===== src/ao_map_pkg.sv =====
// Address map of the always-on subsystem.
// Holds target indices, register offsets, reset values and the boot ROM image.

package ao_map_pkg;

  // 64 KiB region, bits 31:16 select the subsystem
  localparam logic [31:0] AO_BASE_ADDR = 32'h2000_0000;

  localparam int unsigned NUM_AO_TARGETS = 4;

  typedef logic [1:0] ao_sel_t;

  // Page number in bits 15:12 equals the target index
  localparam ao_sel_t SOC_CTRL_IDX       = 2'd0;
  localparam ao_sel_t BOOTROM_IDX        = 2'd1;
  localparam ao_sel_t FAST_INTR_CTRL_IDX = 2'd2;
  localparam ao_sel_t EXT_PERIPH_IDX     = 2'd3;

  localparam logic [11:0] EXIT_VALID_OFS = 12'h000;
  localparam logic [11:0] EXIT_VALUE_OFS = 12'h004;
  localparam logic [11:0] BOOT_ADDR_OFS  = 12'h008;
  localparam logic [11:0] BOOT_SEL_OFS   = 12'h00C;

  localparam logic [11:0] FI_PENDING_OFS = 12'h000;
  localparam logic [11:0] FI_CLEAR_OFS   = 12'h004;
  localparam logic [11:0] FI_ENABLE_OFS  = 12'h008;

  localparam logic [31:0] BOOT_ADDR_RESET = 32'h0000_0180;

  localparam int unsigned BOOT_ROM_WORDS = 16;

  // Reads the SoC control page and jumps to the boot address
  localparam logic [31:0] BOOT_ROM_CONTENT [BOOT_ROM_WORDS] = '{
    32'h2000_02B7, 32'h00C2_A303, 32'h0003_1663, 32'h0082_A383,
    32'h0003_8067, 32'h1050_0073, 32'hFFDF_F06F, 32'h0000_0013,
    32'h0000_0013, 32'h0000_0013, 32'h0000_0013, 32'h0000_0013,
    32'h0000_0013, 32'h0000_0013, 32'h0000_0013, 32'h0000_0013
  };

  localparam logic [31:0] UNMAPPED_RDATA = 32'hBADC_AB1E;

endpackage


===== src/bus_pkg.sv =====
// Bus types for the always-on subsystem.
// OBI carries CPU transfers, the register bus carries single-cycle target accesses.

package bus_pkg;

  typedef struct packed {
    logic        req;
    logic        we;
    logic [3:0]  be;
    logic [31:0] addr;
    logic [31:0] wdata;
  } obi_req_t;

  typedef struct packed {
    logic        gnt;
    logic        rvalid;
    logic        err;
    logic [31:0] rdata;
  } obi_resp_t;

  typedef struct packed {
    logic        valid;
    logic        write;
    logic [3:0]  wstrb;
    logic [31:0] addr;
    logic [31:0] wdata;
  } reg_req_t;

  // Targets are always ready, so no ready field
  typedef struct packed {
    logic        error;
    logic [31:0] rdata;
  } reg_rsp_t;

endpackage

===== src/ao_peripheral_subsystem.sv =====
// Always-on peripheral subsystem top level.
// One OBI slave port feeds SoC control, boot ROM, fast interrupts and an external port.

`timescale 1ns/100ps

module ao_peripheral_subsystem #(
  parameter int unsigned NumFastIntr = 15
) (
  input  logic                   clk_i,
  input  logic                   arst_n_i,

  input  bus_pkg::obi_req_t      slave_req_i,
  output bus_pkg::obi_resp_t     slave_resp_o,

  input  logic                   boot_select_i,
  output logic                   exit_valid_o,
  output logic [31:0]            exit_value_o,

  input  logic [NumFastIntr-1:0] fast_intr_i,
  output logic [NumFastIntr-1:0] fast_intr_o,

  output bus_pkg::reg_req_t      ext_periph_req_o,
  input  bus_pkg::reg_rsp_t      ext_periph_rsp_i
);

  import bus_pkg::*;
  import ao_map_pkg::*;

  reg_req_t periph_req;
  reg_rsp_t periph_rsp;

  reg_req_t [NUM_AO_TARGETS-1:0] ao_slv_req;
  reg_rsp_t [NUM_AO_TARGETS-1:0] ao_slv_rsp;

  // Page 3 leaves the subsystem
  assign ext_periph_req_o           = ao_slv_req[EXT_PERIPH_IDX];
  assign ao_slv_rsp[EXT_PERIPH_IDX] = ext_periph_rsp_i;

  obi_to_reg obi_to_reg_i (
    .clk_i,
    .arst_n_i,
    .obi_req_i  (slave_req_i),
    .obi_resp_o (slave_resp_o),
    .reg_req_o  (periph_req),
    .reg_rsp_i  (periph_rsp)
  );

  reg_demux reg_demux_i (
    .in_req_i  (periph_req),
    .in_rsp_o  (periph_rsp),
    .out_req_o (ao_slv_req),
    .out_rsp_i (ao_slv_rsp)
  );

  soc_ctrl soc_ctrl_i (
    .clk_i,
    .arst_n_i,
    .reg_req_i (ao_slv_req[SOC_CTRL_IDX]),
    .reg_rsp_o (ao_slv_rsp[SOC_CTRL_IDX]),
    .boot_select_i,
    .exit_valid_o,
    .exit_value_o
  );

  boot_rom boot_rom_i (
    .reg_req_i (ao_slv_req[BOOTROM_IDX]),
    .reg_rsp_o (ao_slv_rsp[BOOTROM_IDX])
  );

  fast_intr_ctrl #(
    .NumFastIntr (NumFastIntr)
  ) fast_intr_ctrl_i (
    .clk_i,
    .arst_n_i,
    .reg_req_i (ao_slv_req[FAST_INTR_CTRL_IDX]),
    .reg_rsp_o (ao_slv_rsp[FAST_INTR_CTRL_IDX]),
    .fast_intr_i,
    .fast_intr_o
  );

endmodule


===== src/fast_intr_ctrl.sv =====
// Fast interrupt controller with sticky pending bits and an enable mask.
// Software clears pending lines by writing ones to the clear register.

`timescale 1ns/100ps

module fast_intr_ctrl #(
  parameter int unsigned NumFastIntr = 15
) (
  input  logic                   clk_i,
  input  logic                   arst_n_i,

  input  bus_pkg::reg_req_t      reg_req_i,
  output bus_pkg::reg_rsp_t      reg_rsp_o,

  input  logic [NumFastIntr-1:0] fast_intr_i,
  output logic [NumFastIntr-1:0] fast_intr_o
);

  import ao_map_pkg::*;

  logic [11:0]            ofs;
  logic                   wr;
  logic [NumFastIntr-1:0] clr;
  logic [NumFastIntr-1:0] pending_q;
  logic [NumFastIntr-1:0] enable_q;

  assign ofs = reg_req_i.addr[11:0];
  assign wr  = reg_req_i.valid && reg_req_i.write;
  assign clr = (wr && ofs == FI_CLEAR_OFS) ? reg_req_i.wdata[NumFastIntr-1:0] : '0;

  always_ff @(posedge clk_i or negedge arst_n_i) begin
    if (!arst_n_i) begin
      pending_q <= '0;
      enable_q  <= '1;
    end else begin
      // Set has priority over a same-cycle clear
      pending_q <= (pending_q & ~clr) | fast_intr_i;
      if (wr && ofs == FI_ENABLE_OFS) begin
        enable_q <= reg_req_i.wdata[NumFastIntr-1:0];
      end
    end
  end

  always_comb begin
    reg_rsp_o.error = 1'b0;
    reg_rsp_o.rdata = '0;
    case (ofs)
      FI_PENDING_OFS: begin
        reg_rsp_o.rdata = 32'(pending_q);
        reg_rsp_o.error = reg_req_i.write;
      end
      FI_CLEAR_OFS:  reg_rsp_o.rdata = '0;
      FI_ENABLE_OFS: reg_rsp_o.rdata = 32'(enable_q);
      default:       reg_rsp_o.error = 1'b1;
    endcase
  end

  assign fast_intr_o = pending_q & enable_q;

endmodule


===== src/boot_rom.sv =====
// Read-only boot code table on the register bus.
// Word index comes from address bits 5:2; writes are rejected with an error.

`timescale 1ns/100ps

module boot_rom (
  input  bus_pkg::reg_req_t  reg_req_i,
  output bus_pkg::reg_rsp_t  reg_rsp_o
);

  import ao_map_pkg::*;

  logic [3:0] word_idx;
  logic       in_range;

  assign word_idx = reg_req_i.addr[5:2];

  // Anything above the last word reads as zero
  assign in_range = (reg_req_i.addr[11:6] == '0);

  always_comb begin
    if (in_range) begin
      reg_rsp_o.rdata = BOOT_ROM_CONTENT[word_idx];
    end else begin
      reg_rsp_o.rdata = '0;
    end
  end

  assign reg_rsp_o.error = reg_req_i.write;

endmodule


===== src/soc_ctrl.sv =====
// SoC control registers: exit status, boot address and boot-select capture.
// Sits on the register bus and answers in the same cycle.

`timescale 1ns/100ps

module soc_ctrl (
  input  logic               clk_i,
  input  logic               arst_n_i,

  input  bus_pkg::reg_req_t  reg_req_i,
  output bus_pkg::reg_rsp_t  reg_rsp_o,

  input  logic               boot_select_i,
  output logic               exit_valid_o,
  output logic [31:0]        exit_value_o
);

  import ao_map_pkg::*;

  logic [11:0] ofs;
  logic        wr;
  logic        exit_valid_q;
  logic [31:0] exit_value_q;
  logic [31:0] boot_addr_q;
  logic        boot_sel_q;

  function automatic logic [31:0] merge_bytes(logic [31:0] old_val, logic [31:0] new_val,
                                              logic [3:0] strb);
    logic [31:0] res;
    res = old_val;
    for (int b = 0; b < 4; b++) begin
      if (strb[b]) res[8*b +: 8] = new_val[8*b +: 8];
    end
    return res;
  endfunction

  assign ofs = reg_req_i.addr[11:0];
  assign wr  = reg_req_i.valid && reg_req_i.write;

  always_ff @(posedge clk_i or negedge arst_n_i) begin
    if (!arst_n_i) begin
      exit_valid_q <= 1'b0;
      exit_value_q <= '0;
      boot_addr_q  <= BOOT_ADDR_RESET;
      boot_sel_q   <= 1'b0;
    end else begin
      boot_sel_q <= boot_select_i;
      if (wr) begin
        case (ofs)
          EXIT_VALID_OFS: if (reg_req_i.wstrb[0]) exit_valid_q <= reg_req_i.wdata[0];
          EXIT_VALUE_OFS: exit_value_q <= merge_bytes(exit_value_q, reg_req_i.wdata,
                                                      reg_req_i.wstrb);
          BOOT_ADDR_OFS:  boot_addr_q  <= merge_bytes(boot_addr_q, reg_req_i.wdata,
                                                      reg_req_i.wstrb);
          default: ;
        endcase
      end
    end
  end

  always_comb begin
    reg_rsp_o.error = 1'b0;
    reg_rsp_o.rdata = '0;
    case (ofs)
      EXIT_VALID_OFS: reg_rsp_o.rdata = {31'b0, exit_valid_q};
      EXIT_VALUE_OFS: reg_rsp_o.rdata = exit_value_q;
      BOOT_ADDR_OFS:  reg_rsp_o.rdata = boot_addr_q;
      BOOT_SEL_OFS: begin
        reg_rsp_o.rdata = {31'b0, boot_sel_q};
        reg_rsp_o.error = reg_req_i.write;
      end
      default: reg_rsp_o.error = 1'b1;
    endcase
  end

  assign exit_valid_o = exit_valid_q;
  assign exit_value_o = exit_value_q;

endmodule


===== src/reg_demux.sv =====
// Register-bus address decoder and demultiplexer.
// Routes each access to the target whose page matches, errors on unmapped ones.

`timescale 1ns/100ps

module reg_demux (
  input  bus_pkg::reg_req_t                               in_req_i,
  output bus_pkg::reg_rsp_t                               in_rsp_o,

  output bus_pkg::reg_req_t [ao_map_pkg::NUM_AO_TARGETS-1:0] out_req_o,
  input  bus_pkg::reg_rsp_t [ao_map_pkg::NUM_AO_TARGETS-1:0] out_rsp_i
);

  import bus_pkg::*;
  import ao_map_pkg::*;

  logic       in_region;
  logic [3:0] page;
  logic       hit;
  ao_sel_t    sel;

  assign in_region = (in_req_i.addr[31:16] == AO_BASE_ADDR[31:16]);
  assign page      = in_req_i.addr[15:12];
  assign hit       = in_region && (page < 4'(NUM_AO_TARGETS));
  assign sel       = ao_sel_t'(page);

  // Only the selected target sees valid
  always_comb begin
    for (int unsigned i = 0; i < NUM_AO_TARGETS; i++) begin
      out_req_o[i]       = in_req_i;
      out_req_o[i].valid = in_req_i.valid && hit && (sel == ao_sel_t'(i));
    end
  end

  always_comb begin
    if (hit) begin
      in_rsp_o = out_rsp_i[sel];
    end else begin
      in_rsp_o.error = 1'b1;
      in_rsp_o.rdata = UNMAPPED_RDATA;
    end
  end

endmodule


===== src/obi_to_reg.sv =====
// OBI slave to register-bus bridge.
// Grants every request at once; the answer returns with rvalid one cycle later.

`timescale 1ns/100ps

module obi_to_reg (
  input  logic                clk_i,
  input  logic                arst_n_i,

  input  bus_pkg::obi_req_t   obi_req_i,
  output bus_pkg::obi_resp_t  obi_resp_o,

  output bus_pkg::reg_req_t   reg_req_o,
  input  bus_pkg::reg_rsp_t   reg_rsp_i
);

  import bus_pkg::*;

  logic     rvalid_q;
  reg_rsp_t rsp_q;

  // No wait states on the register side
  assign obi_resp_o.gnt = obi_req_i.req;

  assign reg_req_o.valid = obi_req_i.req;
  assign reg_req_o.write = obi_req_i.we;
  assign reg_req_o.wstrb = obi_req_i.be;
  assign reg_req_o.addr  = obi_req_i.addr;
  assign reg_req_o.wdata = obi_req_i.wdata;

  always_ff @(posedge clk_i or negedge arst_n_i) begin
    if (!arst_n_i) begin
      rvalid_q <= 1'b0;
    end else begin
      rvalid_q <= obi_req_i.req;
    end
  end

  // Capture the target answer in the granting cycle
  always_ff @(posedge clk_i) begin
    if (obi_req_i.req) begin
      rsp_q <= reg_rsp_i;
    end
  end

  assign obi_resp_o.rvalid = rvalid_q;
  assign obi_resp_o.err    = rsp_q.error;
  assign obi_resp_o.rdata  = rsp_q.rdata;

endmodule


===== config.mk =====
export PLATFORM = sky130hd
export DESIGN_NAME = ao_peripheral_subsystem
export DESIGN_NICKNAME = d
export VERILOG_FILES = /design/src/ao_map_pkg.sv /design/src/bus_pkg.sv /design/src/ao_peripheral_subsystem.sv /design/src/fast_intr_ctrl.sv /design/src/boot_rom.sv /design/src/soc_ctrl.sv /design/src/reg_demux.sv /design/src/obi_to_reg.sv
export SDC_FILE = /design/constraint.sdc
export NUM_CORES = 1
export LEC_CHECK = 0
export ABC_AREA = 1
export BUFFER_PORTS_ARGS = -buffer_cell sky130_fd_sc_hd__buf_2
export CAP_MARGIN = 10
export CORE_MARGIN = 2
export CORE_UTILIZATION = 35
export DETAILED_ROUTE_END_ITERATION = 16
export MAX_ROUTING_LAYER = met4
export PLACE_DENSITY = 0.57
export SYNTH_ARGS = -nofsm -noshare
export SYNTH_HDL_FRONTEND = slang
export SYNTH_HIERARCHICAL = 1
export SYNTH_SLANG_ARGS = --single-unit

===== constraint.sdc =====
create_clock -name clk_i -period 3.82 [get_ports clk_i]
set_clock_uncertainty 0.15 [all_clocks]
set_input_delay 0.382 -clock clk_i [delete_from_list [all_inputs] [get_ports clk_i]]
set_output_delay 0.382 -clock clk_i [all_outputs]
set_load 0.005 [all_outputs]

[Yosys cells after proc, flatten, opt, wreduce, memory -nomap -nowiden]
Memories as Yosys holds them, arrays and structs flattened.
Cells that the tools add are included.
Cells by class
  $lt $le $gt $ge: 3
  reduce and logical (&&, ||, !) cells: 23
  multiplexer cells: 10
  bitwise gates (word level): 5
  equality and inequality tests: 6
Operators by type and width (number)
  case mux 32 bit (4 select lines): 1
  2-to-1 mux 32 bit: 3
  binary-select mux 33 bit (select 2 bit): 1
  2-to-1 mux 33 bit: 1
  bitwise AND 15 bit: 2
  case mux 15 bit (2 select lines): 1
  AND reduction 3 bit: 9
  == test 12 x 4 -> 1 bit, second input constant: 2
  == test 16 x 14 -> 1 bit, second input constant: 1
  2-to-1 mux 15 bit: 1
  NOT 15 bit: 1
  OR 15 bit: 1
  == test 12 x 3 -> 1 bit, second input constant: 1
  logical NOT 12 bit: 1
  logical AND 1 bit: 9
  logical NOT 6 bit: 1
  >= comparator 5 bit, second input constant: 1
  NOT 4 -> 5 bit: 1
  == test 2 bit, second input constant: 2
  < comparator 4 x 3 -> 1 bit, second input constant: 1
  case mux 1 bit (2 select lines): 2
  < comparator 2 x 3 -> 1 bit, second input constant: 1
  OR reduction 3 bit: 1
  logical NOT 2 bit: 1
  OR reduction 2 bit: 1
Storage, ports and cells
  flip-flop bits (word level): 130
  input bits: 121
  memories kept: 1
  bits in read-only memories: 512
Memory list
  (name not given): depth 16, width 32, read ports 1, clocked after memory_dff 0, wr ports 0, line boot_rom.sv:23  | reg_rsp_o.rdata = BOOT_ROM_CONTENT[word_idx];

[Logic depth before layout (Yosys ltp)]
  depth in word-level cells: 10
  mapped depth: 14

[By module]
The synthesis kept the hierarchy.
By module, submodules not included
  reg_demux: times used 1, area an instance 3301.9 µm², sequential area each 0.0 µm², cells an instance 549
  soc_ctrl: times used 1, area an instance 3037.9 µm², sequential area each 1654.1 µm², cells an instance 386
  fast_intr_ctrl: times used 1, area an instance 1996.9 µm², sequential area each 769.5 µm², cells an instance 267
  obi_to_reg: times used 1, area an instance 1556.5 µm², sequential area each 1016.0 µm², cells an instance 106
  boot_rom: times used 1, area an instance 548.0 µm², sequential area each 0.0 µm², cells an instance 88

[Worst setup path before layout]
No wires, ideal clock.
  path kind: input to register
  from: in slave_req_i[45] (netlist bit)
  to: reg soc_ctrl_i.boot_addr_q[5]
  cell stages on the path: 12
  library setup time: 0.126 ns
  path slack: 1.683 ns
  path buffers: 4
  data arrival time: 1.861 ns
  data required time: 3.544 ns
  cells stage by stage: buf_4 > buf_4 > nor2_4 > buf_2 > inv_1 > nor2_1 > nand2_1 > nor2_1 > nand3_1 > buf_2 > nand2_1 > o21ai_0
RTL lines
  start, declared: line ao_peripheral_subsystem.sv:12  | input bus_pkg::obi_req_t slave_req_i,
  end signal, assigned: line soc_ctrl.sv:53  | BOOT_ADDR_OFS: boot_addr_q <= merge_bytes(boot_addr_q, reg_req_i.wdata,
  end, declared: line soc_ctrl.sv:24  | logic [31:0] boot_addr_q;

==> impl_metrics.json <==
{
  "status": "finished, final reports clean",
  "cts_tree": "yes",
  "hold_viol": 0,
  "dr.pass1.iters": 5,
  "cp-end-kind": "flop",
  "drt_drc_violations_left": 0,
  "min_period_ns": 2.29,
  "cts_max_level": 4,
  "grt_pass1_wl_um": 40200,
  "finalPower_mw": 3.40,
  "leakage_nw": 5.05,
  "p_per_area_mw_per_mm2": 345,
  "totalWireLength_um": 26900,
  "yosysWarnings": 6,
  "clock_path_buffers": 2,
  "r2r_end": "obi_to_reg_i/obi_resp_o[8]$_DFFE_PP_",
  "design.die.area_mm2": 0.0286,
  "max_slew_margin_pct": 38.4,
  "netlist_area_mm2": 0.00954,
  "postCtsSetupBuffers": 0,
  "cts_made_buffers": 17,
  "multi_input_area_mm2": 0.00348,
  "drive_above_1_share_pct": 29.6,
  "crit_fanout": 16,
  "max_freq_mhz": 436,
  "core-area_mm2": 0.0269,
  "rr_startpoint": "fast_intr_ctrl_i/enable_q[8]$_DFFE_PN1P_",
  "antenna_found_initial": 1,
  "hp-start": "fast_intr_i[6]",
  "cp-start-kind": "input pin",
  "utilization_pct": 36.8,
  "setup_violations": 0,
  "die_height_um": 169,
  "placed_area_mm2": 0.00920,
  "grt.total_usage_pct": 19.2,
  "clk_pin_slew_ns": 0.06,
  "vias": 7627,
  "maxCapViolCount": 0,
  "clockRootBuffer": "clkbuf_16",
  "hold_path_end": "fast_intr_ctrl_i/pending_q[6]$_DFF_PN0_",
  "fin_crit_sh_pct": 60.1,
  "instances_no_fill": 1645,
  "fillCellCount": 2866,
  "drtAntennaViolNets": 0,
  "syn_avg_cell_area_um2": 7.48,
  "io_buffers": 273,
  "final_area_mm2": 0.00988,
  "r2r_setup_slack_ns": 2.18,
  "drt-initial-drc-count": 507,
  "hpwl_um": 20300,
  "worstMarginPinSlew_ns": 0.923,
  "drv_slew": 0,
  "place_inst": 1602,
  "initial_core_util_pct": 35.5,
  "min_path_type": "input pin to flop",
  "nNetsFinal": 1417,
  "grt_max_degree": 72,
  "vias_per_cell": 4.64,
  "overflow": 0,
  "clk_latency_ns": 0.42,
  "gp_congestion": 0.858,
  "syn_inst": 1275,
  "rsz0062_at_grt": "false",
  "route.detailed.wl_per_inst_um": 16.3,
  "tns_ns": 0,
  "ios": 274,
  "hold_depth": 3,
  "numClockSinks": 130,
  "ff_latch_area_mm2": 0.00344,
  "required_ns": 3.99,
  "first_global_vias": 6945,
  "crit_type": "input pin to flop",
  "peakVddDrop_uv": 259,
  "syn_to_final_growth_pct": 3.54,
  "fp.dieW_um": 169,
  "reg2reg_depth": 5,
  "rows": 60,
  "arrival_ns": 2.47
}
## area by class of cell
| type | instances | area share, % |
|---|---|---|
| multi-input cells | 742 | 35.3 |
| repair buffers | 295 | 15.8 |
| well taps | 341 | 4.32 |
| flip-flops and latches | 130 | 34.8 |
| inverters | 104 | 3.95 |
| diodes | 1 | 0.0253 |
| clock inverters | 7 | 0.722 |
| clock buffers | 25 | 5.12 |
## critical path: stages
cell	delay, ns
buf_2	0.10
or2_1	0.23
nor2_2	0.14
nand4_1	0.27
nor2_1	0.17
nand2_1	0.16
nor2_1	0.23
nand3_1	0.45
o21ai_0	0.34
## power by group
part	internal, mW	switching (mW)
Combinational	0.125	0.211
Sequential	1.45	0.00500
Clock	0.986	0.631
## per-layer routing
metal / vias up / part of all wire [%] / GRT usage (%)
met3: 26 / 6.2 / 3.72
met2: 262 / 46 / 29.6
li1: 3784 / - / -
met5: - / 0 / -
met4: 0 / 1.5 / 4.98
met1: 3555 / 46 / 25.9
## flip-flops by register name, indices dropped and copies added (netlist names)
| name | cells |
|---|---|
| fast_intr_ctrl_i/pending_q | 15 |
| soc_ctrl_i/boot_addr_q | 32 |
| obi_to_reg_i/obi_resp_o | 33 |
| soc_ctrl_i/exit_valid_o | 1 |
| soc_ctrl_i/boot_sel_q | 1 |
| obi_to_reg_i/rvalid_q | 1 |
| soc_ctrl_i/exit_value_o | 32 |
| fast_intr_ctrl_i/enable_q | 15 |
## how the worst max path moves through the flow
stage	startpoint	end	slack, ns	cells after the start
2_1_floorplan	slave_req_i[43]	obi_to_reg_i/obi_resp_o[32]$_DFFE_PP_	1.70	12
3_3_place_gp	slave_req_i[57]	soc_ctrl_i/boot_addr_q[4]$_DFFE_PN0P_	1.16	10
3_5_place_dp	slave_req_i[57]	soc_ctrl_i/exit_value_o[25]$_DFFE_PN0P_	1.13	10
4_1_cts	slave_req_i[51]	soc_ctrl_i/exit_value_o[25]$_DFFE_PN0P_	1.56	9
5_1_grt	slave_req_i[61]	soc_ctrl_i/boot_addr_q[3]$_DFFE_PN0P_	1.25	12
6_report	slave_req_i[51]	soc_ctrl_i/boot_addr_q[6]$_DFFE_PN0P_	1.53	9
## stage by stage
stage	hold slack [ns]	setup WS (ns)
global placement	0.310	1.16
CTS	0.00605	1.56
global route	0.00297	1.25
finish	0.0164	1.53
detailed placement	0.313	1.13
floorplan	-0.0636	1.70
## what timing repair did
| item | in CTS | in global routing |
|---|---|---|
| resized for setup | 0 | 0 |
| hold buffers | 10 | 0 |
| hold endpoints to repair | 62 | 0 |
## cells in the final DEF, fill, tap and decap left out, types with 19 or more instances in the layout
master and n:
conb_1 19, nand4_1 51, edfxtp_1 33, buf_2 272
nand2_1 357, or2_1 21, dfrtp_1 80, inv_1 96
nand3_1 103, nor2_1 64, o21ai_0 61
Note: power is estimated with default switching activity, not from simulation.
